**src/hw/spif_pkg.sv**
```systemverilog
/* serial flash loader definitions */
package spif_pkg;

  // ==========================================================================
  // types
  // ==========================================================================
  typedef logic [7:0]  byte_t;             // flash or uart byte
  typedef logic [17:0] word_t;             // data word, WIDTH bits
  typedef logic [15:0] insn_t;             // instruction word
  typedef logic [15:0] boot_addr_t;        // destination or run length
  typedef logic [14:0] io_addr_t;          // processor address
  typedef logic [3:0]  rate_t;             // flash sclk divisor

  typedef enum logic [2:0] {
    BOOT_IDLE,                             // processor owns the block
    BOOT_CLEAR,                            // zeroing both rams
    BOOT_CMD,                              // sending read opcode
    BOOT_ADDR,                             // sending 24-bit address
    BOOT_DUMMY,                            // fast read dummy byte
    BOOT_STREAM                            // interpreting the image
  } boot_state_e;

  typedef enum logic [2:0] {
    MODE_CMD,
    MODE_ADDR_HI,
    MODE_ADDR_LO,
    MODE_LEN_HI,
    MODE_LEN_LO,
    MODE_DATA
  } stream_mode_e;

  // ==========================================================================
  // sizes and constants
  // ==========================================================================
  localparam int CODE_SIZE = 10;           // log2 code words
  localparam int DATA_SIZE = 10;           // log2 data cells
  localparam int WIDTH     = 18;           // data word width

  localparam byte_t BASEBLOCK  = 8'd0;     // first 64k sector of the image
  localparam byte_t FAST_READ  = 8'h0B;
  localparam rate_t RATE_RESET = 4'd7;     // slow sclk until the image says

  // i/o register map, low address nibble
  localparam logic [3:0] REG_UART      = 4'd0;
  localparam logic [3:0] REG_CODE_ADDR = 4'd1;
  localparam logic [3:0] REG_CODE_DATA = 4'd2;
  localparam logic [3:0] REG_REBOOT    = 4'd3;
  localparam logic [3:0] REG_BOOTING   = 4'd5;

endpackage

```
**src/hw/io_regs.sv**
```systemverilog
/* processor I/O registers */
module io_regs (
  input  logic               clk,
  input  logic               arstn,
  input  logic               i_io_rd,
  input  logic               i_io_wr,
  input  spif_pkg::io_addr_t i_mem_addr,
  input  spif_pkg::word_t    i_din,
  input  logic               i_p_hold,
  input  logic               i_u_ready,    // uart can take a byte
  input  logic               i_u_full,     // uart has a byte
  input  spif_pkg::byte_t    i_u_din,
  input  logic               i_booting,
  input  spif_pkg::byte_t    i_plain,      // last flash byte
  output logic               o_u_wr,
  output spif_pkg::byte_t    o_u_dout,
  output logic               o_u_rd,
  output spif_pkg::word_t    o_io_dout,
  output logic               o_io_hold,
  output logic               o_reboot,
  output logic               o_code_addr_wr,
  output logic               o_code_data_wr
);

  logic            internal;
  logic [3:0]      reg_addr;
  logic            wr_ok;                  // accepted register write
  logic            rd_ok;
  spif_pkg::byte_t rx_byte;
  logic            rx_full;

  assign internal = (i_mem_addr[14:4] == '0);
  assign reg_addr = i_mem_addr[3:0];
  assign wr_ok    = i_io_wr & internal & ~i_p_hold;
  assign rd_ok    = i_io_rd & internal & ~i_p_hold;

  // wait states while the transmitter is busy
  assign o_io_hold = i_io_wr & internal & (reg_addr == spif_pkg::REG_UART) & ~i_u_ready;

  assign o_reboot       = wr_ok & (reg_addr == spif_pkg::REG_REBOOT);
  assign o_code_addr_wr = wr_ok & (reg_addr == spif_pkg::REG_CODE_ADDR);
  assign o_code_data_wr = wr_ok & (reg_addr == spif_pkg::REG_CODE_DATA);
  assign o_u_rd         = i_u_full & ~rx_full;  // take it when the slot is empty

  // ==========================================================================
  // uart byte registers
  // ==========================================================================
  always_ff @(posedge clk or negedge arstn) begin
    if (!arstn) begin
      o_u_wr   <= 1'b0;
      o_u_dout <= '0;
      rx_byte  <= '0;
      rx_full  <= 1'b0;
    end else begin
      o_u_wr <= wr_ok & (reg_addr == spif_pkg::REG_UART);
      if (wr_ok && reg_addr == spif_pkg::REG_UART) begin
        o_u_dout <= i_din[7:0];
      end
      if (rd_ok && reg_addr == spif_pkg::REG_UART) begin
        rx_full <= 1'b0;                   // byte consumed
      end
      if (o_u_rd) begin
        rx_byte <= i_u_din;
        rx_full <= 1'b1;
      end
    end
  end

  // zero-extended read mux for the internal block
  always_comb begin
    o_io_dout = '0;
    if (internal) begin
      case (reg_addr)
        spif_pkg::REG_UART:      o_io_dout[7:0] = rx_byte;
        spif_pkg::REG_CODE_ADDR: o_io_dout[0] = rx_full;
        spif_pkg::REG_CODE_DATA: o_io_dout[0] = ~i_u_ready;  // tx busy
        spif_pkg::REG_REBOOT:    o_io_dout[7:0] = i_plain;
        spif_pkg::REG_BOOTING:   o_io_dout[0] = i_booting;
        default:                 o_io_dout[7:0] = o_u_dout;
      endcase
    end
  end

endmodule

```
**config.mk**
```make
export PLATFORM = sky130hd
export DESIGN_NAME = io_regs
export DESIGN_NICKNAME = d
export VERILOG_FILES = /design/src/hw/spif_pkg.sv /design/src/hw/io_regs.sv
export SDC_FILE = /design/constraint.sdc
export NUM_CORES = 1
export LEC_CHECK = 0
export BUFFER_PORTS_ARGS = -buffer_cell sky130_fd_sc_hd__buf_2
export CAP_MARGIN = 10
export CORE_MARGIN = 2
export CORE_UTILIZATION = 30
export DETAILED_ROUTE_END_ITERATION = 7
export HOLD_SLACK_MARGIN = 0.06
export PLACE_DENSITY = 0.73
export REMOVE_ABC_BUFFERS = 1
export SYNTH_ARGS = -nofsm -noshare
export SYNTH_HDL_FRONTEND = slang
export SYNTH_SLANG_ARGS = --single-unit
export TNS_END_PERCENT = 10
```
**constraint.sdc**
```tcl
create_clock -name clk -period 2.1 [get_ports clk]
set_input_delay 0.315 -clock clk [delete_from_list [all_inputs] [get_ports clk]]
set_output_delay 0.315 -clock clk [all_outputs]
set_load 0.02 [all_outputs]
```
# After elaboration in Yosys (flattened, before gate mapping)
# Index checks and enable logic that the tools add are counted.
[classes]
n_addsub = 0
multipliers = 0
div = 0
n_lt_le_gt_ge = 0
eq_ne = 4
n_shift = 0
mux = 5
n_bitwise = 14
reduce_logical = 6
[ops]
columns = ["op", "n"]
rows = [
  ["7-bit one-hot mux with 3 select lines", 1],
  ["1-bit AND", 11],
  ["11-bit zero test", 1],
  ["4-bit by 2-bit == test with 1-bit output (second input constant)", 2],
  ["8-bit 2-to-1 mux", 1],
  ["1-bit one-hot mux with 5 select lines", 1],
  ["4-bit by 1-bit == test with 1-bit output (second input constant)", 1],
  ["4-bit by 3-bit == test with 1-bit output (second input constant)", 1],
  ["4-bit zero test", 1],
  ["1-bit NOT", 3],
  ["3-bit OR reduction", 1],
  ["1-bit logical AND", 2],
  ["1-bit 2-to-1 mux", 2],
  ["2-bit nonzero test", 1],
]
[totals]
reg_bits = 18
latch_bits = 0
ram_bits = 0
rom_bits = 0
memories = 0

# Depth between registers and ports, before layout
[logic_depth]
ltp_word = 6
depth_mapped = 6
mapped_depth_nobuf = 4

# Worst setup path before layout
# Ideal clock, no wire load.
[synth_timing]
kind = "input-to-output"
startpoint = "input port i_mem_addr[0]"
endpoint = "output port o_io_dout[5]"
arrival_ns = 1.547
path_slack_ns = 0.238
stages = 6
n_path_buf = 2
cell_sequence = "buf_6 -> nand2b_1 -> a21oi_2 -> buf_2 -> nor2_1 -> a211oi_1"
[synth_between]
elab_chain_len = 4
elab_cells_between_ends = 8
[synth_rtl]
columns = ["item", "line_no", "rtl"]
rows = [
  ["from (decl)", "io_regs.sv:7", "input spif_pkg::io_addr_t i_mem_addr,"],
  ["4-bit by 1-bit == test with 1-bit output, or another cell as far along", "io_regs.sv:73", "case (reg_addr)"],
  ["3-bit OR reduction (no line)", "n/a", ""],
  ["7-bit one-hot mux with 3 select lines (*)", "io_regs.sv:73", ""],
  ["8-bit 2-to-1 mux (*)", "io_regs.sv:72", "if (internal) begin"],
  ["to (decl)", "io_regs.sv:18", "output spif_pkg::word_t o_io_dout,"],
]
# Every way passes the cells marked *; elsewhere a longest branch is shown, timed or not.

# Worst setup path in the final report
[layout_timing]
startpoint = "input port i_mem_addr[1]"
endpoint = "output port o_io_hold"
[layout_between]
elab_chain_len = 3
[layout_rtl]
columns = ["item", "line_no", "rtl"]
rows = [
  ["4-bit zero test", "io_regs.sv:38", "assign o_io_hold = i_io_wr & internal & (reg_addr == spif_pkg::REG_UART) & ~i_u_ready;"],
  ["1-bit AND (2 in a row)", "io_regs.sv:38", ""],
  ["to (decl)", "io_regs.sv:19", "output logic o_io_hold,"],
]
# Every way passes these cells.

==> out/qor.txt <==
Detail Placement HPWL = 2250 microns
Residual DRC = 0
Number of failing hold endpoints at the final stage = 0
Max Cap Viol = 0
Die span in x = 65.2 microns
I/O Pins = 89
Final Net Count = 229
Overflow left after global routing = 0
Top delay family on crit path = simple AND/OR/NAND/NOR gates
Most frequent CP cell = buf_2
Setup Total Neg Slack = 0 ns
Crit-path max cell delay = 0.41 ns
Antenna violations before repair = 0
Run status = finished, final reports clean
Slowest-stage cell, CP = nor4b_1
Number of clock buffers inserted by TritonCTS = 3
Overall die area = 4250 sq um
Via count of the routed design = 1,017
# Post-CTS Setup Buffers = 0
Average cell area after synthesis = 11.0 sq um
Clock-pin slew on the worst setup and hold paths = 0.07 ns
Signal arrival time at the worst endpoint = 1.59 ns
Logic pwr share = 16.4%
Leakage Power = 0.000790 uW
Area growth from synthesis to layout = 35.2%
Sum of routed wire length over all layers = 2880 microns
Hold Crit Class = input port to register
Portion of the clock cycle consumed by the worst path in the final layout = 90.5%
Number of distinct standard cells referenced by the synthesized netlist = 32
Biggest fanout along the worst timing path = 9
Critical path cell sequence = buf_2 -> nor2_2 -> nor4b_1 -> and3_2 -> buf_2
Initial DRC Count = 41
Clock power share = 36.0%
Clock tree from TritonCTS = built
Gate Count Post-Synth = 102
RSZ-0062 raised after global routing = no
Switching power as a share of total power = 24.5%
Clock Skew = 0.00436 ns
H-tree depth = 1
Number of slew-limit violations in the final report = 0
Required time at the worst-slack endpoint = 1.78 ns
Post-synthesis cell area = 1120 sq um
Wire per inst = 13.2 microns
Shortest clock period the worst path allows after layout = 1.90 ns
Global router's overall resource usage = 14.0%
Maximum achievable frequency = 0.526 GHz
Fraction of power consumed by sequential logic = 47.6%
Clock sink count = 18
Number of gates resized after CTS = 0
Root buf cell = clkbuf_8
Sort of element at the end of the critical path = output pin
Maximum number of pins on one net before global-route repair = 19
Floorplan core area = 3630 sq um
Worst path setup slack after routing = 0.199 ns
Startpoint type of the worst setup path = input port
Type of the worst setup path = input port to output pin
Pre-CTS setup slack = 0.255 ns
Routed vias/inst = 4.64
PwrDens = 516 nW/um^2
Total setup violations reported at the end of the flow = 0
Internal power = 592 uW
Detailed-router iteration count before antenna repair = 4
Starting density of the core = 31.0%
Number of buffers and inverters on the critical path = 2
Wire length of the first global-routing pass = 4520 microns
Clock Tree Buf Depth = 2
Design Area, Final = 1520 sq um
Placed instance area = 1460 sq um
Total of hold buffers inserted after clock tree synthesis = 1
Fraction of final layout cells with drive strength greater than 1 = 56.7%
Die Ht = 65.2 microns
Gp weighted congestion = 0.674
Clock Latency Late Sink = 0.25 ns
Synth warn = 0
Power spent charging and discharging nets = 192 uW
Largest voltage drop on the vdd net = 0.231 mV
Input/output buffers = 68
Total number of placement rows = 22
Antenna cells = 0
Total of flip-flops plus latches after synthesis = 18
Share of the yosys chip area belonging to registers = 40.0%
Vias in the first global route = 980
Count of antenna-violating nets left after detailed routing = 0
power groups by stage:
| stage | clock, uW | combinational, uW | sequential, uW |
|---|---|---|---|
| 6_report | 282 | 129 | 373 |
| 5_1_grt | 314 | 145 | 376 |
| 4_1_cts | 300 | 131 | 373 |
| 3_5_place_dp | 0 | 129 | 380 |
| 3_3_place_gp | 0 | 127 | 379 |
| 2_1_floorplan | 0 | 61.3 | 378 |
registers in the layout, summed over array words and instances (netlist names):
register and count:
o_u_dout 8, rx_full 1, rx_byte 8, o_u_wr 1
worst paths after layout:
| path | startpoint | end | slack, ns | cells after the start |
|---|---|---|---|---|
| max in group asynchronous | arstn | rx_byte[4] | 1.28 | 2 |
| min reg2reg | rx_byte[7] | rx_byte[7] | 0.51 | 1 |
| min | i_din[1] | o_u_dout[1] | 0.29 | 2 |
| max reg2reg | rx_full | rx_byte[1] | 0.92 | 3 |
| min in group asynchronous | arstn | o_u_dout[1] | 0.53 | 2 |
| max | i_mem_addr[1] | o_io_hold | 0.20 | 5 |
cell usage after synthesis (all sizes together):
master / count / share of area (%)
clkbuf: 2 / 0.67
nand3: 2 / 0.89
nor3b: 1 / 0.67
nor3: 2 / 0.89
a22oi: 7 / 4.7
inv: 1 / 0.33
mux2: 16 / 19
nor4: 2 / 2.2
nand2: 1 / 0.33
mux2i: 1 / 0.89
conb: 1 / 0.33
a21oi: 1 / 0.78
o2bb2ai: 1 / 0.78
nor2: 12 / 4.2
dfrtp: 18 / 40
nand2b: 2 / 1.1
nor2b: 1 / 0.56
a21o: 1 / 0.67
o21ai: 2 / 0.89
a211oi: 7 / 4.7
and2: 2 / 1.1
nor4b: 1 / 0.78
and3: 3 / 2.3
buf: 13 / 9.9
a41oi: 1 / 0.78
a221oi: 1 / 0.78
layer usage:
layer	global-route usage [%]	share of wire [%]	up-vias
met5	0	0	-
met4	3.91	0.42	0
met3	3.25	11	2
met2	24.7	46	56
met1	16.8	43	469
li1	-	-	490
through the flow:
stage | instances | hold WS, ns | total power (uW) | util [%]
floorplan | 96 | 0.0194 | 439 | -
global placement | 214 | 0.275 | 506 | 40.0
detailed placement | 214 | 0.283 | 509 | 40.0
CTS | 219 | 0.278 | 804 | 41.8
global route | 219 | 0.280 | 835 | 41.8
finish | 219 | 0.286 | 784 | 41.8
area by class of cell:
type	count	area (sq um)
repair buffers	71	365
well taps	48	60.1
clock buffers	4	55.1
fillers	371	2110
inverters	1	3.75
flip-flops and latches	18	450
multi-input cells	77	586
kinds of logic (layout without fill, tap and decap cells):
group / Yosys count / after routing / share of synthesized area [%]
DFF: 18 / 18 / 40.0
and+or+nand+nor: 29 / 29 / 15.1
AOI/OAI and AO/OA: 21 / 21 / 14.0
other: 1 / 10 / 0.333
buffers and inverters: 16 / 76 / 10.9
muxes: 17 / 17 / 19.6
layout by cell type, fill, tap and decap left out, drive strengths merged:
master and instances:
o2bb2ai 1, a211oi 7, dlygate4sd3 1, nor2b 1
dfrtp 18, nor4b 1, o21ai 2, nand3 2
a21o 1, clkbuf 4, nor3 2, nand2 1
nand2b 2, and3 3, buf 70, mux2 16
nor3b 1, a22oi 7, conb 10, and2 2
inv 1, nor2 12, a21oi 1, nor4 2
a221oi 1, mux2i 1, a41oi 1
Power figures use the tool's default switching activity.
