$ cat config.mk
export PLATFORM = sky130hd
export DESIGN_NAME = boot_datapath
export DESIGN_NICKNAME = d
export VERILOG_FILES = /design/src/hw/spif_pkg.sv /design/src/hw/boot_datapath.sv
export SDC_FILE = /design/constraint.sdc
export NUM_CORES = 1
export LEC_CHECK = 0
export BUFFER_PORTS_ARGS = -buffer_cell sky130_fd_sc_hd__buf_2
export CORE_ASPECT_RATIO = 0.6
export CORE_MARGIN = 2
export CORE_UTILIZATION = 35
export DETAILED_ROUTE_END_ITERATION = 10
export REMOVE_ABC_BUFFERS = 1
export SLEW_MARGIN = 15
export SYNTH_ARGS = -nofsm -noshare
export SYNTH_HDL_FRONTEND = slang
export SYNTH_SLANG_ARGS = --single-unit
export TNS_END_PERCENT = 10
$ cat constraint.sdc
create_clock -name clk -period 2.5 [get_ports clk]
set_input_delay 0.5 -clock clk [delete_from_list [all_inputs] [get_ports clk]]
set_output_delay 0.5 -clock clk [all_outputs]
set_load 0.1 [all_outputs]
$ cat src/hw/spif_pkg.sv
/* serial flash loader definitions */
package spif_pkg;

  // ==========================================================================
  // types
  // ==========================================================================
  typedef logic [7:0]  byte_t;             // flash or uart byte
  typedef logic [17:0] word_t;             // data word, WIDTH bits
  typedef logic [15:0] insn_t;             // instruction word
  typedef logic [15:0] boot_addr_t;        // destination or run length
  typedef logic [14:0] io_addr_t;          // processor address
  typedef logic [3:0]  rate_t;             // flash sclk divisor

  typedef enum logic [2:0] {
    BOOT_IDLE,                             // processor owns the block
    BOOT_CLEAR,                            // zeroing both rams
    BOOT_CMD,                              // sending read opcode
    BOOT_ADDR,                             // sending 24-bit address
    BOOT_DUMMY,                            // fast read dummy byte
    BOOT_STREAM                            // interpreting the image
  } boot_state_e;

  typedef enum logic [2:0] {
    MODE_CMD,
    MODE_ADDR_HI,
    MODE_ADDR_LO,
    MODE_LEN_HI,
    MODE_LEN_LO,
    MODE_DATA
  } stream_mode_e;

  // ==========================================================================
  // sizes and constants
  // ==========================================================================
  localparam int CODE_SIZE = 10;           // log2 code words
  localparam int DATA_SIZE = 10;           // log2 data cells
  localparam int WIDTH     = 18;           // data word width

  localparam byte_t BASEBLOCK  = 8'd0;     // first 64k sector of the image
  localparam byte_t FAST_READ  = 8'h0B;
  localparam rate_t RATE_RESET = 4'd7;     // slow sclk until the image says

  // i/o register map, low address nibble
  localparam logic [3:0] REG_UART      = 4'd0;
  localparam logic [3:0] REG_CODE_ADDR = 4'd1;
  localparam logic [3:0] REG_CODE_DATA = 4'd2;
  localparam logic [3:0] REG_REBOOT    = 4'd3;
  localparam logic [3:0] REG_BOOTING   = 4'd5;

endpackage

$ cat src/hw/boot_datapath.sv
/* boot datapath and RAM steering */
module boot_datapath (
  input  logic                           clk,
  input  logic                           arstn,
  input  logic                           i_clear,
  input  logic                           i_load_addr_hi,
  input  logic                           i_load_addr_lo,
  input  logic                           i_load_len_hi,
  input  logic                           i_load_len_lo,
  input  logic                           i_load_format,
  input  logic                           i_shift_byte,
  input  spif_pkg::byte_t                i_f_din,
  input  logic [2:0]                     i_sink,
  input  logic                           i_code_addr_wr,
  input  logic                           i_code_data_wr,
  input  spif_pkg::word_t                i_din,
  input  spif_pkg::io_addr_t             i_code_addr,
  input  spif_pkg::io_addr_t             i_mem_addr,
  input  logic                           i_mem_wr,
  input  logic                           i_mem_rd,
  input  logic                           i_io_hold,
  output logic                           o_run_done,
  output logic                           o_code_we,
  output logic [spif_pkg::CODE_SIZE-1:0] o_code_addr,
  output spif_pkg::insn_t                o_code_wdata,
  output logic                           o_data_we,
  output logic [spif_pkg::DATA_SIZE-1:0] o_data_addr,
  output spif_pkg::word_t                o_data_wdata,
  output logic                           o_code_re,
  output logic                           o_data_re,
  output logic                           o_p_hold
);

  spif_pkg::boot_addr_t dest;              // next ram index
  spif_pkg::boot_addr_t len;               // words left minus one
  spif_pkg::word_t      word;              // word being assembled
  logic [1:0]           bytes;             // bytes per word minus one
  logic [1:0]           byte_cnt;
  logic                 run_wr;            // assembled word goes out now
  logic                 cpu_wr;            // processor code word goes out now
  logic                 boot_wr;

  assign boot_wr    = i_clear | run_wr | cpu_wr;
  assign o_p_hold   = boot_wr | i_io_hold;
  assign o_run_done = run_wr & (len == '0);

  always_ff @(posedge clk or negedge arstn) begin
    if (!arstn) begin
      dest     <= '0;
      len      <= '0;
      word     <= '0;                      // zero source for the clear phase
      bytes    <= '0;
      byte_cnt <= '0;
      run_wr   <= 1'b0;
      cpu_wr   <= 1'b0;
    end else begin
      run_wr <= 1'b0;
      cpu_wr <= 1'b0;
      if (i_load_addr_hi) dest[15:8] <= i_f_din;
      if (i_load_addr_lo) dest[7:0] <= i_f_din;
      if (i_load_len_hi) len[15:8] <= i_f_din;
      if (i_load_len_lo) len[7:0] <= i_f_din;
      if (i_load_format) begin
        bytes    <= i_f_din[1:0];
        byte_cnt <= i_f_din[1:0];
      end
      if (i_shift_byte) begin
        word <= {word[spif_pkg::WIDTH-9:0], i_f_din};  // msb first
        if (byte_cnt == 2'd0) begin
          byte_cnt <= bytes;
          run_wr   <= 1'b1;
        end else begin
          byte_cnt <= byte_cnt - 2'd1;
        end
      end
      if (i_code_addr_wr) dest <= i_din[15:0];
      if (i_code_data_wr) begin
        word   <= i_din;
        cpu_wr <= 1'b1;
      end
      if (boot_wr) begin                   // bump after every steered write
        dest <= dest + 16'd1;
        word <= '0;
      end
      if (run_wr && len != '0) len <= len - 16'd1;
    end
  end

  // ==========================================================================
  // boot side steers the rams while it holds the processor
  // ==========================================================================
  assign o_code_we    = i_clear | (run_wr & (i_sink == 3'd0)) | cpu_wr;
  assign o_code_addr  = boot_wr ? dest[spif_pkg::CODE_SIZE-1:0]
                                : i_code_addr[spif_pkg::CODE_SIZE-1:0];
  assign o_code_wdata = word[15:0];
  assign o_code_re    = ~o_p_hold;

  assign o_data_we    = i_clear | (run_wr & (i_sink == 3'd1)) | (i_mem_wr & ~o_p_hold);
  assign o_data_addr  = boot_wr ? dest[spif_pkg::DATA_SIZE-1:0]
                                : i_mem_addr[spif_pkg::DATA_SIZE-1:0];
  assign o_data_wdata = boot_wr ? word : i_din;
  assign o_data_re    = i_mem_rd & ~o_p_hold;

endmodule

**After elaboration in Yosys (flattened, before gate mapping)**

Cells that the tools add are included.

- Bits of input ports: 73
- Memories: 0
- Bits in read-only memories: 0
- Latch bits: 0
- Register bits after elaboration: 56
- Logic and storage cells: 56
- RAM bits: 0

- Equality and inequality tests: 1
- Bitwise operators: 13
- Mux-type cells: 19
- Magnitude comparators: 0
- $add $sub $neg: 3
- Shift operators: 0
- Reductions and logical operators: 11
- $mul: 0
- Div/mod/pow operators: 0

Operators by type and width:

| cell | number |
|---|---|
| two-way mux 18 bit | 4 |
| two-way mux 16 bit | 3 |
| two-way mux 8 bit | 4 |
| two-way mux 10 bit | 2 |
| adder 16 x 1 -> 16 bit, second input constant | 1 |
| zero test 16 bit | 1 |
| nonzero test 16 bit | 1 |
| subtractor 16 x 1 -> 16 bit, second input constant | 1 |
| nonzero test 3 bit | 3 |
| bitwise OR 1 bit | 7 |
| two-way mux 2 bit | 3 |
| nonzero test 2 bit | 3 |
| bitwise AND 1 bit | 5 |
| == test 3 x 1 -> 1 bit, second input constant | 1 |
| zero test 3 bit | 1 |
| two-way mux 1 bit | 3 |
| zero test 2 bit | 1 |
| subtractor 2 x 1 -> 2 bit, second input constant | 1 |
| logical AND 1 bit | 1 |
| NOT 1 bit | 1 |

**Longest topological paths before layout**

- Depth in word-level cells: 6
- Mapped depth: 7
- Depth with buffers taken out: 7

**Worst setup path after synthesis**

Ideal clock, no wire load.

- Path type: register to output
- Start point: register run_wr
- End point: output port o_code_we
- Arrival time: 3721 ps
- Slack: -1721 ps
- Path buffers: 1
- Stages on the path, launching flop included: 4
- Required time: 2000 ps
- Path through: dfrtp_1 > clkbuf_2 > inv_1 > o41ai_1

- Longest elaborated chain between the ends: 3

Ends and longest elaborated chain:

| what | line | text |
|---|---|---|
| start, declared | boot_datapath.sv:39 | `logic run_wr;` |
| start signal, assigned | boot_datapath.sv:54 | `run_wr <= 1'b0;` |
| start signal, assigned | boot_datapath.sv:57 | `run_wr <= 1'b0;` |
| start signal, assigned | boot_datapath.sv:71 | `run_wr <= 1'b1;` |
| bitwise AND 1 bit | boot_datapath.sv:92 | `assign o_code_we = i_clear \| (run_wr & (i_sink == 3'd0)) \| cpu_wr;` |
| bitwise OR 1 bit (2 in series) | boot_datapath.sv:92 |  |
| end, declared | boot_datapath.sv:23 | `output logic o_code_we,` |

Every way passes these cells.

**Worst setup path in the final report**

- Start point: register len[6]
- End point: output port o_run_done

- Longest elaborated chain between the ends: 2

Ends and longest elaborated chain:

| what | line | text |
|---|---|---|
| start, declared | boot_datapath.sv:35 | `spif_pkg::boot_addr_t len;` |
| start signal, assigned | boot_datapath.sv:62 | `if (i_load_len_lo) len[7:0] <= i_f_din;` |
| start signal, assigned | boot_datapath.sv:85 | `if (run_wr && len != '0) len <= len - 16'd1;` |
| zero test 16 bit | boot_datapath.sv:45 | `assign o_run_done = run_wr & (len == '0);` |
| bitwise AND 1 bit | boot_datapath.sv:45 |  |
| end, declared | boot_datapath.sv:22 | `output logic o_run_done,` |

Every way passes these cells.

==> parameters.txt <==
Parameter                              Value

Pwr
  Power share of the combinational group    between 50% and 60%
  Maximum resistive drop on vdd    591 uV
  NetSw    2.12 mW
  Leakage dissipation    2.32 nW
  Overall power consumption    around 4.0 mW
  Internal power    1.92 mW
  Clock share of power    18.6%
  Power density of the placed cells    881 nW/um2
  Fraction of power spent switching nets    52.4%
  Seq pwr share    27.6%

Flow run
  Total of max-cap violations    0

STA
  Final Worst Setup Slack    39.0 ps
  Final setup violating endpoints    0
  Final-layout worst hold slack    246 ps
  Worst slew pin tran    713 ps
  Final hold violations    0
  Final Max Tran Viols    0
  Unrepaired setup endpoints after global routing    yes
  Final period util    98.4%
  Top achievable clock speed    406 MHz
  Relative slew slack    52.5%
  Setup TNS    0 ps
  Clock tree skew after final layout    5.34 ps
  Final critical-path required period    2460 ps

Floorplanning
  Io pins    around 130
  Die area    around 11000 um2
  Starting Density    ~36%
  Vert. Die Dim    81.8 um
  Die Span X    134 um
  Number of rows created at floorplan    28
  Core footprint    9840 um2

Outcome
  Outcome    finished, final reports clean

Place
  Worst-case setup slack after placement    41.9 ps
  Quantity of I/O buffers inserted on ports    122
  Number of cells after detailed placement    695
  HPWL after detailed placement    7.67 mm
  Placed cell area    4320 um2
  Weighted congestion reported at the end of routability-driven placement    about 0.84

Final layout
  Count of placed standard cells in the final layout, fillers left out    704
  Total inserted antenna cells    0
  FILL cells    1003
  Ratio of cells with drive above 1 in the final layout    roughly 29%
  Area Growth Syn to Fin    30.0%
  Final design utilization    approximately 47%
  Final net count    644
  Final instance area    between 4000 and 5000 um2

GRT
  Overall global routing resource usage    19.9%
  Global-route wire length before repair    16.9 mm
  Total gr overflow    0
  Pin count of the biggest net entering global routing    64
  Vias in the first global route    ~3200
  Antenna violations before repair    0

Hold path
  Worst min-delay path category    input pin to async pin

Synth
  Proportion of netlist area held by the largest area contributor    35.4%
  Post-synthesis instance area    3530 um2
  Synthesized flop and latch total    50
  Most area-hungry cell type in the Yosys netlist    sky130_fd_sc_hd__dfrtp_1
  Seq/Total Area, Yosys    between 30% and 40%
  Most used flip-flop cell after synthesis    sky130_fd_sc_hd__dfrtp_1
  Cell types with the largest area share after synthesis    sky130_fd_sc_hd__dfrtp_1 (35%), sky130_fd_sc_hd__nand2_1 (13%), sky130_fd_sc_hd__mux2i_1 (7.1%), sky130_fd_sc_hd__nor2_1 (6.6%), sky130_fd_sc_hd__a21oi_1 (5.0%)
  Number of enable flip-flop cells after synthesis    0
  Share of flip-flops with an asynchronous set or reset    between 90% and 100%
  Mean instance size in the synthesized netlist    around 7.5 um2
  Number of cells produced by synthesis    about 470
  Unique cell type count in the Yosys netlist    53
  Number of warnings issued by yosys    0

Clock tree
  Clock root buffer    sky130_fd_sc_hd__clkbuf_16
  TritonCTS clock tree    done
  Clock transition at the registers of the reported paths    about 60 ps
  Clock sink count    50
  Depth of the CTS H-tree    2
  CTS max path bufs    2
  Clock Latency Late Sink    290 ps
  Hold buffers post-CTS    0
  Number of CTS-inserted buffers    5

Route
  Number of antenna-violating nets in the routed design    0
  Router iterations before antenna repair    5
  Via-to-Cell Ratio    5.13
  Number of remaining DRC errors    0
  Routed wirelength normalized by instance count    15.0 um
  Total number of vias    3614
  Routed WL    roughly 11 mm
  Iteration-0 DRC Markers    225

Setup path
  Critical path type    flop to primary output
  Critical Path Start Type    flop
  Data arrival at the endpoint of the critical path    about 2000 ps
  Worst Reg2Reg Path Length in Cells    7
  Top fanout value on the critical path    6
  Worst setup EP type    primary output
  WP data required    2000 ps
## cell usage in the layout (no fill, tap or decap), types with 2 or more instances in the layout
cell type	netlist	routed
sky130_fd_sc_hd__xor2_1	2	2
sky130_fd_sc_hd__clkbuf_8	0	3
sky130_fd_sc_hd__clkbuf_16	0	5
sky130_fd_sc_hd__or3_2	2	3
sky130_fd_sc_hd__nor2_1	62	62
sky130_fd_sc_hd__buf_4	17	8
sky130_fd_sc_hd__buf_2	1	81
sky130_fd_sc_hd__nand2b_1	2	2
sky130_fd_sc_hd__ha_1	3	2
sky130_fd_sc_hd__nor2b_1	6	6
sky130_fd_sc_hd__buf_12	0	13
sky130_fd_sc_hd__nand3_1	14	14
sky130_fd_sc_hd__o22ai_1	4	4
sky130_fd_sc_hd__inv_1	11	9
sky130_fd_sc_hd__mux2i_1	25	25
sky130_fd_sc_hd__a211o_1	5	5
sky130_fd_sc_hd__o211ai_1	4	4
sky130_fd_sc_hd__nor4_1	4	4
sky130_fd_sc_hd__mux2_2	6	6
sky130_fd_sc_hd__nand2_1	124	124
sky130_fd_sc_hd__or3_1	4	3
sky130_fd_sc_hd__o211a_1	2	2
sky130_fd_sc_hd__nor3_1	10	8
sky130_fd_sc_hd__clkbuf_4	0	29
sky130_fd_sc_hd__o221ai_1	3	3
sky130_fd_sc_hd__and2_1	2	2
sky130_fd_sc_hd__or2_4	1	2
sky130_fd_sc_hd__a211oi_1	2	2
sky130_fd_sc_hd__a21oi_1	35	35
sky130_fd_sc_hd__dfrtp_1	50	49
sky130_fd_sc_hd__and3_1	10	10
sky130_fd_sc_hd__o21ai_0	16	16
sky130_fd_sc_hd__inv_2	0	2
## Yosys cell counts, types with 2 or more instances
cell / number
sky130_fd_sc_hd__nand2_1: 124
sky130_fd_sc_hd__nor2_1: 62
sky130_fd_sc_hd__dfrtp_1: 50
sky130_fd_sc_hd__a21oi_1: 35
sky130_fd_sc_hd__mux2i_1: 25
sky130_fd_sc_hd__clkbuf_1: 19
sky130_fd_sc_hd__buf_4: 17
sky130_fd_sc_hd__o21ai_0: 16
sky130_fd_sc_hd__nand3_1: 14
sky130_fd_sc_hd__inv_1: 11
sky130_fd_sc_hd__and3_1: 10
sky130_fd_sc_hd__nor3_1: 10
sky130_fd_sc_hd__mux2_2: 6
sky130_fd_sc_hd__nor2b_1: 6
sky130_fd_sc_hd__a211o_1: 5
sky130_fd_sc_hd__buf_1: 4
sky130_fd_sc_hd__nor4_1: 4
sky130_fd_sc_hd__o211ai_1: 4
sky130_fd_sc_hd__o22ai_1: 4
sky130_fd_sc_hd__or3_1: 4
sky130_fd_sc_hd__ha_1: 3
sky130_fd_sc_hd__o221ai_1: 3
sky130_fd_sc_hd__a211oi_1: 2
sky130_fd_sc_hd__and2_1: 2
sky130_fd_sc_hd__nand2b_1: 2
sky130_fd_sc_hd__o211a_1: 2
sky130_fd_sc_hd__or2_2: 2
sky130_fd_sc_hd__or3_2: 2
sky130_fd_sc_hd__xor2_1: 2
## repair_timing
action / CTS / global route
endpoints found under the hold margin: 0 / 0
setup endpoints to repair: 1 / 34
pin swaps: 1 / 0
setup buffers: 1 / 0
gates resized for setup: 2 / 40
## flip-flops by register name, summed over array words and instances (netlist names)
name and count:
byte_cnt 2, bytes 2, dest 10, len 16, run_wr 1, word 18
cpu_wr 1
## cell families (layout without fill, tap and decap cells)
kind of cell               count (synthesis)  count (layout)  share of synthesized area [%]
DFF                                       50              50                           35.4
adders and majority gates                  3               3                           1.06
and+or+nand+nor                          248             248                           30.4
buffers and inverters                     55             150                           8.08
muxes                                     32              32                           9.32
xor gates and xnor gates                   2               2                          0.496
AOI/OAI and AO/OA                         84              84                           15.2
## cell type report
class / instances / area [um2] / share of cell area, %
Clock buffer: 8 / 166 / 3.62
Inverter: 11 / 41.3 / 0.899
Multi-Input combinational cell: 369 / 2020 / 44.0
Sequential cell: 50 / 1250 / 27.3
Tap cell: 135 / 169 / 3.68
Timing Repair Buffer: 131 / 943 / 20.6
## path summary, 6_finish.rpt
check                                     startpoint                    to  slack (ps)
worst max-delay path              len[6]$_DFFE_PN0P_            o_run_done          40
worst min-delay path                           arstn  word[15]$_DFFE_PN0P_         250
worst max register to register    len[0]$_DFFE_PN0P_    len[8]$_DFFE_PN0P_         130
worst min register to register  bytes[1]$_DFFE_PN0P_  bytes[1]$_DFFE_PN0P_         510
max in group asynchronous                      arstn    len[6]$_DFFE_PN0P_        1670
min in group clk                           i_din[17]  word[17]$_DFFE_PN0P_         460
## worst max-delay path, stage by stage, from the launching register on
cell and delay, ps:
sky130_fd_sc_hd__dfrtp_2 440, sky130_fd_sc_hd__or4_4 580, sky130_fd_sc_hd__or2_4 290, sky130_fd_sc_hd__nor3_4 160, sky130_fd_sc_hd__buf_12 200
## power by group through the flow
stage | clock network [mW] | registers (mW) | logic (mW)
after floorplan | 0 | 1.15 | 1.59
after global placement | 0 | 1.12 | 2.07
after detailed placement | 0 | 1.13 | 2.10
after CTS | 0.770 | 1.11 | 2.11
after global routing | 0.810 | 1.14 | 2.29
final | 0.753 | 1.12 | 2.18
## routing by layer
metal	global-route usage [%]	up-vias	share of wire (%)
li1	-	1788	-
met1	30.4	1671	51
met2	27.9	147	40
met3	4.26	8	7.7
met4	5.32	0	1.2
met5	0	-	0
Note: power is estimated with default switching activity, not from simulation.
