[config.mk]
export PLATFORM = sky130hd
export DESIGN_NAME = boot_ctrl
export DESIGN_NICKNAME = d
export VERILOG_FILES = /design/src/hw/spif_pkg.sv /design/src/hw/boot_ctrl.sv
export SDC_FILE = /design/constraint.sdc
export NUM_CORES = 1
export LEC_CHECK = 0
export BUFFER_PORTS_ARGS = -buffer_cell sky130_fd_sc_hd__buf_4
export CAP_MARGIN = 20
export CORE_ASPECT_RATIO = 0.75
export CORE_MARGIN = 2
export CORE_UTILIZATION = 53
export CTS_CLUSTER_SIZE = 20
export DETAILED_ROUTE_END_ITERATION = 16
export HOLD_SLACK_MARGIN = 0.05
export PLACE_DENSITY = 0.77
export SYNTH_ARGS = -nofsm -noshare
export SYNTH_HDL_FRONTEND = slang
export SYNTH_SLANG_ARGS = --single-unit
export TNS_END_PERCENT = 10
[constraint.sdc]
create_clock -name clk -period 2.3 [get_ports clk]
set_input_delay 0.46 -clock clk [delete_from_list [all_inputs] [get_ports clk]]
set_output_delay 0.46 -clock clk [all_outputs]
set_load 0.005 [all_outputs]
[src/hw/spif_pkg.sv]
/* serial flash loader definitions */
package spif_pkg;

  // ==========================================================================
  // types
  // ==========================================================================
  typedef logic [7:0]  byte_t;             // flash or uart byte
  typedef logic [17:0] word_t;             // data word, WIDTH bits
  typedef logic [15:0] insn_t;             // instruction word
  typedef logic [15:0] boot_addr_t;        // destination or run length
  typedef logic [14:0] io_addr_t;          // processor address
  typedef logic [3:0]  rate_t;             // flash sclk divisor

  typedef enum logic [2:0] {
    BOOT_IDLE,                             // processor owns the block
    BOOT_CLEAR,                            // zeroing both rams
    BOOT_CMD,                              // sending read opcode
    BOOT_ADDR,                             // sending 24-bit address
    BOOT_DUMMY,                            // fast read dummy byte
    BOOT_STREAM                            // interpreting the image
  } boot_state_e;

  typedef enum logic [2:0] {
    MODE_CMD,
    MODE_ADDR_HI,
    MODE_ADDR_LO,
    MODE_LEN_HI,
    MODE_LEN_LO,
    MODE_DATA
  } stream_mode_e;

  // ==========================================================================
  // sizes and constants
  // ==========================================================================
  localparam int CODE_SIZE = 10;           // log2 code words
  localparam int DATA_SIZE = 10;           // log2 data cells
  localparam int WIDTH     = 18;           // data word width

  localparam byte_t BASEBLOCK  = 8'd0;     // first 64k sector of the image
  localparam byte_t FAST_READ  = 8'h0B;
  localparam rate_t RATE_RESET = 4'd7;     // slow sclk until the image says

  // i/o register map, low address nibble
  localparam logic [3:0] REG_UART      = 4'd0;
  localparam logic [3:0] REG_CODE_ADDR = 4'd1;
  localparam logic [3:0] REG_CODE_DATA = 4'd2;
  localparam logic [3:0] REG_REBOOT    = 4'd3;
  localparam logic [3:0] REG_BOOTING   = 4'd5;

endpackage

[src/hw/boot_ctrl.sv]
/* boot control FSM */
module boot_ctrl (
  input  logic            clk,
  input  logic            arstn,
  input  logic            i_f_ready,       // flash engine idle, byte valid
  input  spif_pkg::byte_t i_f_din,
  input  logic            i_run_done,      // last word of a run written
  input  logic            i_reboot,
  output logic            o_f_wr,
  output spif_pkg::byte_t o_f_dout,
  output logic            o_f_cs,
  output spif_pkg::rate_t o_f_rate,
  output logic            o_p_reset,
  output logic            o_booting,
  output logic            o_clear,
  output logic            o_load_addr_hi,
  output logic            o_load_addr_lo,
  output logic            o_load_len_hi,
  output logic            o_load_len_lo,
  output logic            o_load_format,
  output logic            o_shift_byte,
  output logic [2:0]      o_sink           // 0 code, 1 data, else dropped
);

  spif_pkg::boot_state_e          state;
  spif_pkg::stream_mode_e         mode;
  logic [spif_pkg::CODE_SIZE-1:0] clr_cnt;
  logic [1:0]                     hdr_cnt;  // address byte index
  logic                           pending;  // transfer in flight
  logic                           reading;
  logic                           byte_in;
  logic                           stream_byte;

  assign reading = (state == spif_pkg::BOOT_CMD) || (state == spif_pkg::BOOT_ADDR) ||
                   (state == spif_pkg::BOOT_DUMMY) || (state == spif_pkg::BOOT_STREAM);
  assign byte_in     = pending & ~o_f_wr & i_f_ready;  // ready is back
  assign stream_byte = byte_in & (state == spif_pkg::BOOT_STREAM);
  assign o_booting   = (state != spif_pkg::BOOT_IDLE);
  assign o_clear     = (state == spif_pkg::BOOT_CLEAR);

  // ==========================================================================
  // per-byte strobes to the datapath
  // ==========================================================================
  always_comb begin
    o_load_addr_hi = 1'b0;
    o_load_addr_lo = 1'b0;
    o_load_len_hi  = 1'b0;
    o_load_len_lo  = 1'b0;
    o_load_format  = 1'b0;
    o_shift_byte   = 1'b0;
    if (stream_byte) begin
      case (mode)
        spif_pkg::MODE_ADDR_HI: o_load_addr_hi = 1'b1;
        spif_pkg::MODE_ADDR_LO: o_load_addr_lo = 1'b1;
        spif_pkg::MODE_LEN_HI:  o_load_len_hi = 1'b1;
        spif_pkg::MODE_LEN_LO:  o_load_len_lo = 1'b1;
        spif_pkg::MODE_DATA:    o_shift_byte = 1'b1;
        default:                o_load_format = ~i_f_din[7];  // 0x data command
      endcase
    end
  end

  // ==========================================================================
  // sequencer
  // ==========================================================================
  always_ff @(posedge clk or negedge arstn) begin
    if (!arstn) begin
      state     <= spif_pkg::BOOT_CLEAR;
      mode      <= spif_pkg::MODE_CMD;
      clr_cnt   <= '0;
      hdr_cnt   <= '0;
      pending   <= 1'b0;
      o_f_wr    <= 1'b0;
      o_f_dout  <= '0;
      o_f_cs    <= 1'b0;
      o_f_rate  <= spif_pkg::RATE_RESET;
      o_p_reset <= 1'b1;
      o_sink    <= '0;
    end else begin
      o_f_wr <= 1'b0;
      if (reading && i_f_ready && !pending && !o_f_wr) begin
        o_f_wr  <= 1'b1;                   // ask for the next byte
        pending <= 1'b1;
        if (state == spif_pkg::BOOT_CMD) begin
          o_f_dout <= spif_pkg::FAST_READ;
        end else if (state == spif_pkg::BOOT_ADDR && hdr_cnt == 2'd0) begin
          o_f_dout <= spif_pkg::BASEBLOCK;
        end else begin
          o_f_dout <= 8'h00;               // low address, dummy, stream
        end
      end
      if (byte_in) begin
        pending <= 1'b0;
      end

      case (state)
        spif_pkg::BOOT_IDLE: begin
          if (i_reboot) begin
            state  <= spif_pkg::BOOT_CMD;
            o_f_cs <= 1'b1;
          end
        end
        spif_pkg::BOOT_CLEAR: begin
          clr_cnt <= clr_cnt + 1'b1;
          if (clr_cnt == '1) begin
            state  <= spif_pkg::BOOT_CMD;
            o_f_cs <= 1'b1;
          end
        end
        spif_pkg::BOOT_CMD: begin
          if (byte_in) state <= spif_pkg::BOOT_ADDR;
        end
        spif_pkg::BOOT_ADDR: begin
          if (byte_in) begin
            hdr_cnt <= hdr_cnt + 2'd1;
            if (hdr_cnt == 2'd2) begin
              hdr_cnt <= '0;
              state   <= spif_pkg::BOOT_DUMMY;
            end
          end
        end
        spif_pkg::BOOT_DUMMY: begin
          if (byte_in) begin
            state <= spif_pkg::BOOT_STREAM;
            mode  <= spif_pkg::MODE_CMD;
          end
        end
        spif_pkg::BOOT_STREAM: begin
          if (stream_byte) begin
            case (mode)
              spif_pkg::MODE_ADDR_HI: mode <= spif_pkg::MODE_ADDR_LO;
              spif_pkg::MODE_LEN_HI:  mode <= spif_pkg::MODE_LEN_LO;
              spif_pkg::MODE_ADDR_LO,
              spif_pkg::MODE_LEN_LO:  mode <= spif_pkg::MODE_CMD;
              spif_pkg::MODE_DATA:    mode <= spif_pkg::MODE_DATA;  // datapath ends it
              default: begin
                if (i_f_din[7:6] == 2'b11) begin
                  if (i_f_din[5]) begin    // end of image
                    o_p_reset <= i_f_din[4];
                    o_f_cs    <= 1'b0;
                    state     <= spif_pkg::BOOT_IDLE;
                  end else if (i_f_din[1]) begin
                    mode <= i_f_din[0] ? spif_pkg::MODE_LEN_HI : spif_pkg::MODE_LEN_LO;
                  end else begin
                    mode <= i_f_din[0] ? spif_pkg::MODE_ADDR_HI : spif_pkg::MODE_ADDR_LO;
                  end
                end else if (i_f_din[7]) begin
                  o_f_rate <= i_f_din[3:0];  // new sclk divisor
                end else begin
                  o_sink <= i_f_din[4:2];
                  mode   <= spif_pkg::MODE_DATA;
                end
              end
            endcase
          end else if (i_run_done) begin
            mode <= spif_pkg::MODE_CMD;    // run finished
          end
        end
        default: state <= spif_pkg::BOOT_IDLE;
      endcase
    end
  end

endmodule

==> Word level (Yosys, flattened, before mapping) <==
Cells that the tools add are included.
{ "op_classes": {"eq_ne": 26, "addsub": 2, "reduce_logical": 22, "n_mux": 46, "bitwise_logic": 7} }
{ "ops": {"columns": ["operator", "n"], "rows": [
  ["3-bit 2-to-1 mux", 18],
  ["1-bit 2-to-1 mux", 21],
  ["5-bit AND reduction", 4],
  ["3-bit one-hot mux with 6 select lines", 1],
  ["2-bit inequality test (second input constant)", 7],
  ["3-bit by 2-bit equality test with 1-bit output (second input constant)", 4],
  ["3-bit equality test (second input constant)", 4],
  ["3-bit one-hot mux with 4 select lines", 1],
  ["10-bit by 1-bit adder with 10-bit output (second input constant)", 1],
  ["10-bit equality test (second input constant)", 1],
  ["10-bit AND reduction", 1],
  ["8-bit by 3-bit inequality test with 1-bit output (second input constant)", 1],
  ["8-bit by 4-bit inequality test with 1-bit output (second input constant)", 1],
  ["7-bit AND reduction", 1],
  ["3-bit by 1-bit equality test with 1-bit output (second input constant)", 2],
  ["2-bit by 1-bit inequality test with 1-bit output (second input constant)", 3],
  ["3-bit one-hot mux with 2 select lines", 1],
  ["3-bit nonzero test", 2],
  ["5-bit OR reduction", 1],
  ["2-bit equality test (second input constant)", 2],
  ["2-bit 2-to-1 mux", 2],
  ["4-bit 2-to-1 mux", 1],
  ["1-bit inverter", 4],
  ["2-bit nonzero test", 2],
  ["10 further kinds", 17]
]} }
{ "word_totals": {"inputBits": 13, "output_inout_bits": 26, "regBits": 37, "wordCells": 114} }

==> Longest topological paths before layout <==
{ "logic_depth": {"ltp_word": 9, "depth_mapped": 6} }

==> Worst setup path before layout <==
OpenSTA, ideal clock, no wires.
{ "synth_path": {"path_type": "register to output", "start": "register o_f_wr", "end": "output o_load_addr_hi", "path_stages_with_launch": 4, "setup_slack_ns": 0.495, "arrival_time_ns": 1.345, "required_ns": 1.840, "cell_sequence": "dfrtp_1 -> nand3b_2 -> or2_2 -> nor4b_1"} }
{ "synth_via": {"elab_chain_cells": 5} }
{ "synth_lines": {"columns": ["item", "line_no", "source"], "rows": [
  ["start: declaration", "boot_ctrl.sv:9", "output logic o_f_wr,"],
  ["start signal: assignment", "boot_ctrl.sv:73", "o_f_wr <= 1'b0;"],
  ["start signal: assignment", "boot_ctrl.sv:80", "o_f_wr <= 1'b0;"],
  ["start signal: assignment", "boot_ctrl.sv:82", "o_f_wr <= 1'b1;"],
  ["1-bit inverter", "boot_ctrl.sv:36", "assign byte_in = pending & ~o_f_wr & i_f_ready;"],
  ["1-bit AND (2 in a row)", "boot_ctrl.sv:36", null],
  ["1-bit AND", "boot_ctrl.sv:37", "assign stream_byte = byte_in & (state == spif_pkg::BOOT_STREAM);"],
  ["1-bit 2-to-1 mux", "boot_ctrl.sv:51", "if (stream_byte) begin"],
  ["end: declaration", "boot_ctrl.sv:16", "output logic o_load_addr_hi,"]
]} }
Every way passes these cells.

==> Final worst setup path <==
{ "layout_path": {"start": "register state[0]", "end": "output o_load_addr_hi"} }
{ "layout_via": {"elab_chain_cells": 3} }
{ "layout_lines": {"columns": ["item", "line_no", "source"], "rows": [
  ["start: declaration", "boot_ctrl.sv:25", "spif_pkg::boot_state_e state;"],
  ["start signal: assignment", "boot_ctrl.sv:68", "state <= spif_pkg::BOOT_CLEAR;"],
  ["start signal: assignment", "boot_ctrl.sv:99", "state <= spif_pkg::BOOT_CMD;"],
  ["start signal: assignment", "boot_ctrl.sv:106", "state <= spif_pkg::BOOT_CMD;"],
  ["3-bit equality test", "boot_ctrl.sv:37", null],
  ["1-bit AND", "boot_ctrl.sv:37", null],
  ["1-bit 2-to-1 mux", "boot_ctrl.sv:51", null]
]} }
Every way passes these cells.

==> metrics.md <==
| Metric | Value |
|---|---|
| Fin util | `0.687` |
| Mean post-synth cell area | `roughly 10 um2` |
| Total leakage power | `0.934 nW` |
| Number of clock buffers inserted by TritonCTS | `5` |
| Drt first pass iters | `4` |
| Worst Setup Start Kind | `register` |
| Post-Route WL | `~3.2 mm` |
| Setup WS pre-CTS | `around 240 ps` |
| Final Hold Fails | `0` |
| Critical path arrival | `about 1800 ps` |
| Largest net degree at the start of global routing | `31` |
| Io pins | `39` |
| Worst EP required | `~1800 ps` |
| Final Critical Period | `2240 ps` |
| Placed instance area | `between 1500 and 2000 um2` |
| Seq/Total Area, Yosys | `0.450` |
| Net count, final | `210` |
| Setup crit end kind | `primary output` |
| Mapped Cells | `around 160` |
| Clock latency on the worst-skew pair | `280 ps` |
| Core ar. | `around 3000 um2` |
| Clk buf depth | `2` |
| Drt drc | `0` |
| Slowest-stage cell, CP | `dfstp_2` |
| Share of cells above drive strength 1 | `0.388` |
| Max IR drop VDD | `0.000510 V` |
| Fillers | `around 250` |
| RSZ-0062 raised after global routing | `yes` |
| GRT Util Overall | `0.201` |
| CTS sink count | `30` |
| Setup_tns | `0 ps` |
| Placed insts | `about 230` |
| Antenna-violating nets left | `0` |
| Initial antenna violation count | `0` |
| N_diodes | `0` |
| Slowest cell delay on critical path | `530 ps` |
| Synthesized area | `1680 um2` |
| Post-DP HPWL | `2.36 mm` |
| H-tree Lvls | `2` |
| Via count | `between 1000 and 1500` |
| Cell Rows | `17` |
| Total congestion overflow | `0` |
| Hold slack | `~99 ps` |
| Final Instance Count excl. Fillers | `roughly 230` |
| P_sw | `0.638 mW` |
| Pint | `approximately 1.3 mW` |
| Synth warnings | `0` |
| Wirelength per Cell | `13.8 um` |
| Design Power | `roughly 2.0 mW` |
| PwrDens | `roughly 970 nW/um2` |
| CP Max Fanout | `4` |
| Die Ht | `roughly 53 um` |
| Sequential share of power | `0.394` |
| Number of vias per cell | `~5.5` |
| Hold Crit Class | `in2async` |
| Clock power share | `0.248` |
| Crit-path cells | `nand3b_1 > or2_2 > nor4b_1 > buf_4` |
| Yosys reg bits | `30` |
| Die area | `about 3600 um2` |
| Switching Share | `0.321` |
| Setup WS post-layout | `roughly 55 ps` |
| Synth cell types | `between 40 and 50` |
| Outcome | `finished clean` |
| Cell area after layout | `around 2000 um2` |
| Syn-to-layout area delta | `21.7%` |
| Final Max Slew Viols | `0` |
| Routability cong. | `between 0.8 and 0.9` |
| Delay-heaviest family, CP | `simple AND/OR/NAND/NOR gates` |
| Post-CTS Hold Fix Bufs | `0` |
| Iteration-0 DRC Markers | `48` |
| Max Cap Violations | `0` |
| I/O Buffers | `33` |
| Part of the power in combinational logic | `0.359` |
| Commonest cells after routing, fill and taps aside | `buf_4, dfrtp_1, nand2_1, nor2_1, mux2_2` |
| CTS clk-pin slew, worst paths | `roughly 60 ps` |
| Die X | `between 60 and 70 um` |
| Root Driver | `clkbuf_8` |
| Crit path kind | `reg2out` |
| Max Clk Rate | `around 450 MHz` |
| Most common cell after layout, fill and taps aside | `buf_4` |
| Final setup vio count | `0` |
| TritonCTS clock tree | `built` |
| Global-route wire length before repair | `5.62 mm` |
| Final clock skew | `between 4 and 5 ps` |
| Buf/Inv on CP | `1` |
| Vias in the first global route | `1212` |
| Effective utilization at floorplan | `0.565` |
| Tcrit/Tclk final | `0.976` |
[power by group through the flow]
stage                     combinational, mW  clock (mW)  sequential [mW]
after floorplan                       0.495           0            0.770
after global placement                0.662           0            0.795
after detailed placement              0.678           0            0.805
after CTS                             0.715       0.504            0.784
after global routing                  0.794       0.529            0.806
final                                 0.712       0.492            0.782
[cells in the mapped netlist (all sizes together)]
cell type,instances,area (um2)
a2111o,1,11.3
nor2,13,56.3
or3,3,23.8
buf,13,87.6
nand3,2,10.0
conb,1,3.75
and4b,1,10.0
o31a,1,8.76
and2,2,13.8
a211o,1,10.0
o31ai,4,30.0
nand3b,4,33.8
nand2,15,56.3
and3,4,26.3
o41ai,2,17.5
o21ai,8,51.3
o22ai,1,12.5
o21bai,1,7.51
nor2b,1,6.26
and2b,1,8.76
nor4b,1,8.76
dfrtp,25,626
xnor2,8,70.1
ha,2,25.0
o211ai,1,7.51
nor3b,1,7.51
a21o,1,7.51
or2,2,12.5
mux2,12,135
nand2b,3,18.8
nand4,5,31.3
xor2,1,8.76
a21oi,3,15.0
inv,4,15.0
nor3,5,52.6
dfstp,5,131
a211oi,2,15.0
o2bb2ai,1,8.76
[layer usage]
layer,GRT usage,vias to the layer above,share of wire
met5,0,-,0
met2,0.308,39,0.43
li1,-,626,-
met3,0.0577,5,0.062
met1,0.272,619,0.49
met4,0.0784,0,0.0093
[worst reg2reg max path, stage by stage (launching register included)]
cell	delay (ps)
dfrtp_1	480
or3_4	420
a2111o_1	470
nor2_4	170
mux2_2	350
[area by class of cell]
type                            count  area (um2)  share of cell area
Inverter                            4        15.0             0.00733
Timing Repair Buffer               36         270               0.132
Clock buffer                        8         110              0.0538
Tap cell                           38        47.5              0.0232
Multi-Input combinational cell    118         846               0.413
Sequential cell                    30         758               0.370
[timing repair]
action / 4_1_cts / 5_1_grt
setup buffers: 1 / 0
setup endpoints to repair: 2 / 2
gates resized for setup: 1 / 1
gates cloned: 0 / 0
[cell families (layout without fill, tap and decap cells)]
group                    after synthesis  in the layout  synth area share
buffers and inverters                 17             48            0.0610
XOR/XNOR                               9              9            0.0469
adder cells (fa/ha/maj)                2              2            0.0149
multiplexers                          12             12            0.0804
AO/OA/AOI/OAI                         27             27             0.121
other                                  1              5           0.00223
flip-flops                            30             30             0.450
AND/OR/NAND/NOR                       63             63             0.224
[flip-flops by register name (all words and copies together) (netlist names)]
register and flops:
hdr_cnt 2, o_f_dout 1, o_sink 3, mode 3
o_f_cs 1, pending 1, o_p_reset 1, o_f_wr 1
o_f_rate 4, state 3, clr_cnt 10
[worst paths after layout]
check,from,to,slack (ps),depth (start not counted)
setup / recovery,state[0]$_DFFE_PN1P_,o_load_addr_hi,60,4
hold / removal,arstn,hdr_cnt[0]$_DFFE_PN0P_,100,1
setup reg to reg,mode[1]$_DFFE_PN0P_,o_f_rate[3]$_DFFE_PN0P_,300,4
hold reg to reg,clr_cnt[9]$_DFFE_PN0P_,clr_cnt[9]$_DFFE_PN0P_,480,1
max in group asynchronous,arstn,o_f_rate[2]$_DFFE_PN1P_,1870,1
min in group clk,i_f_din[2],o_sink[0]$_DFFE_PN0P_,420,2
Power figures use the tool's default switching activity.
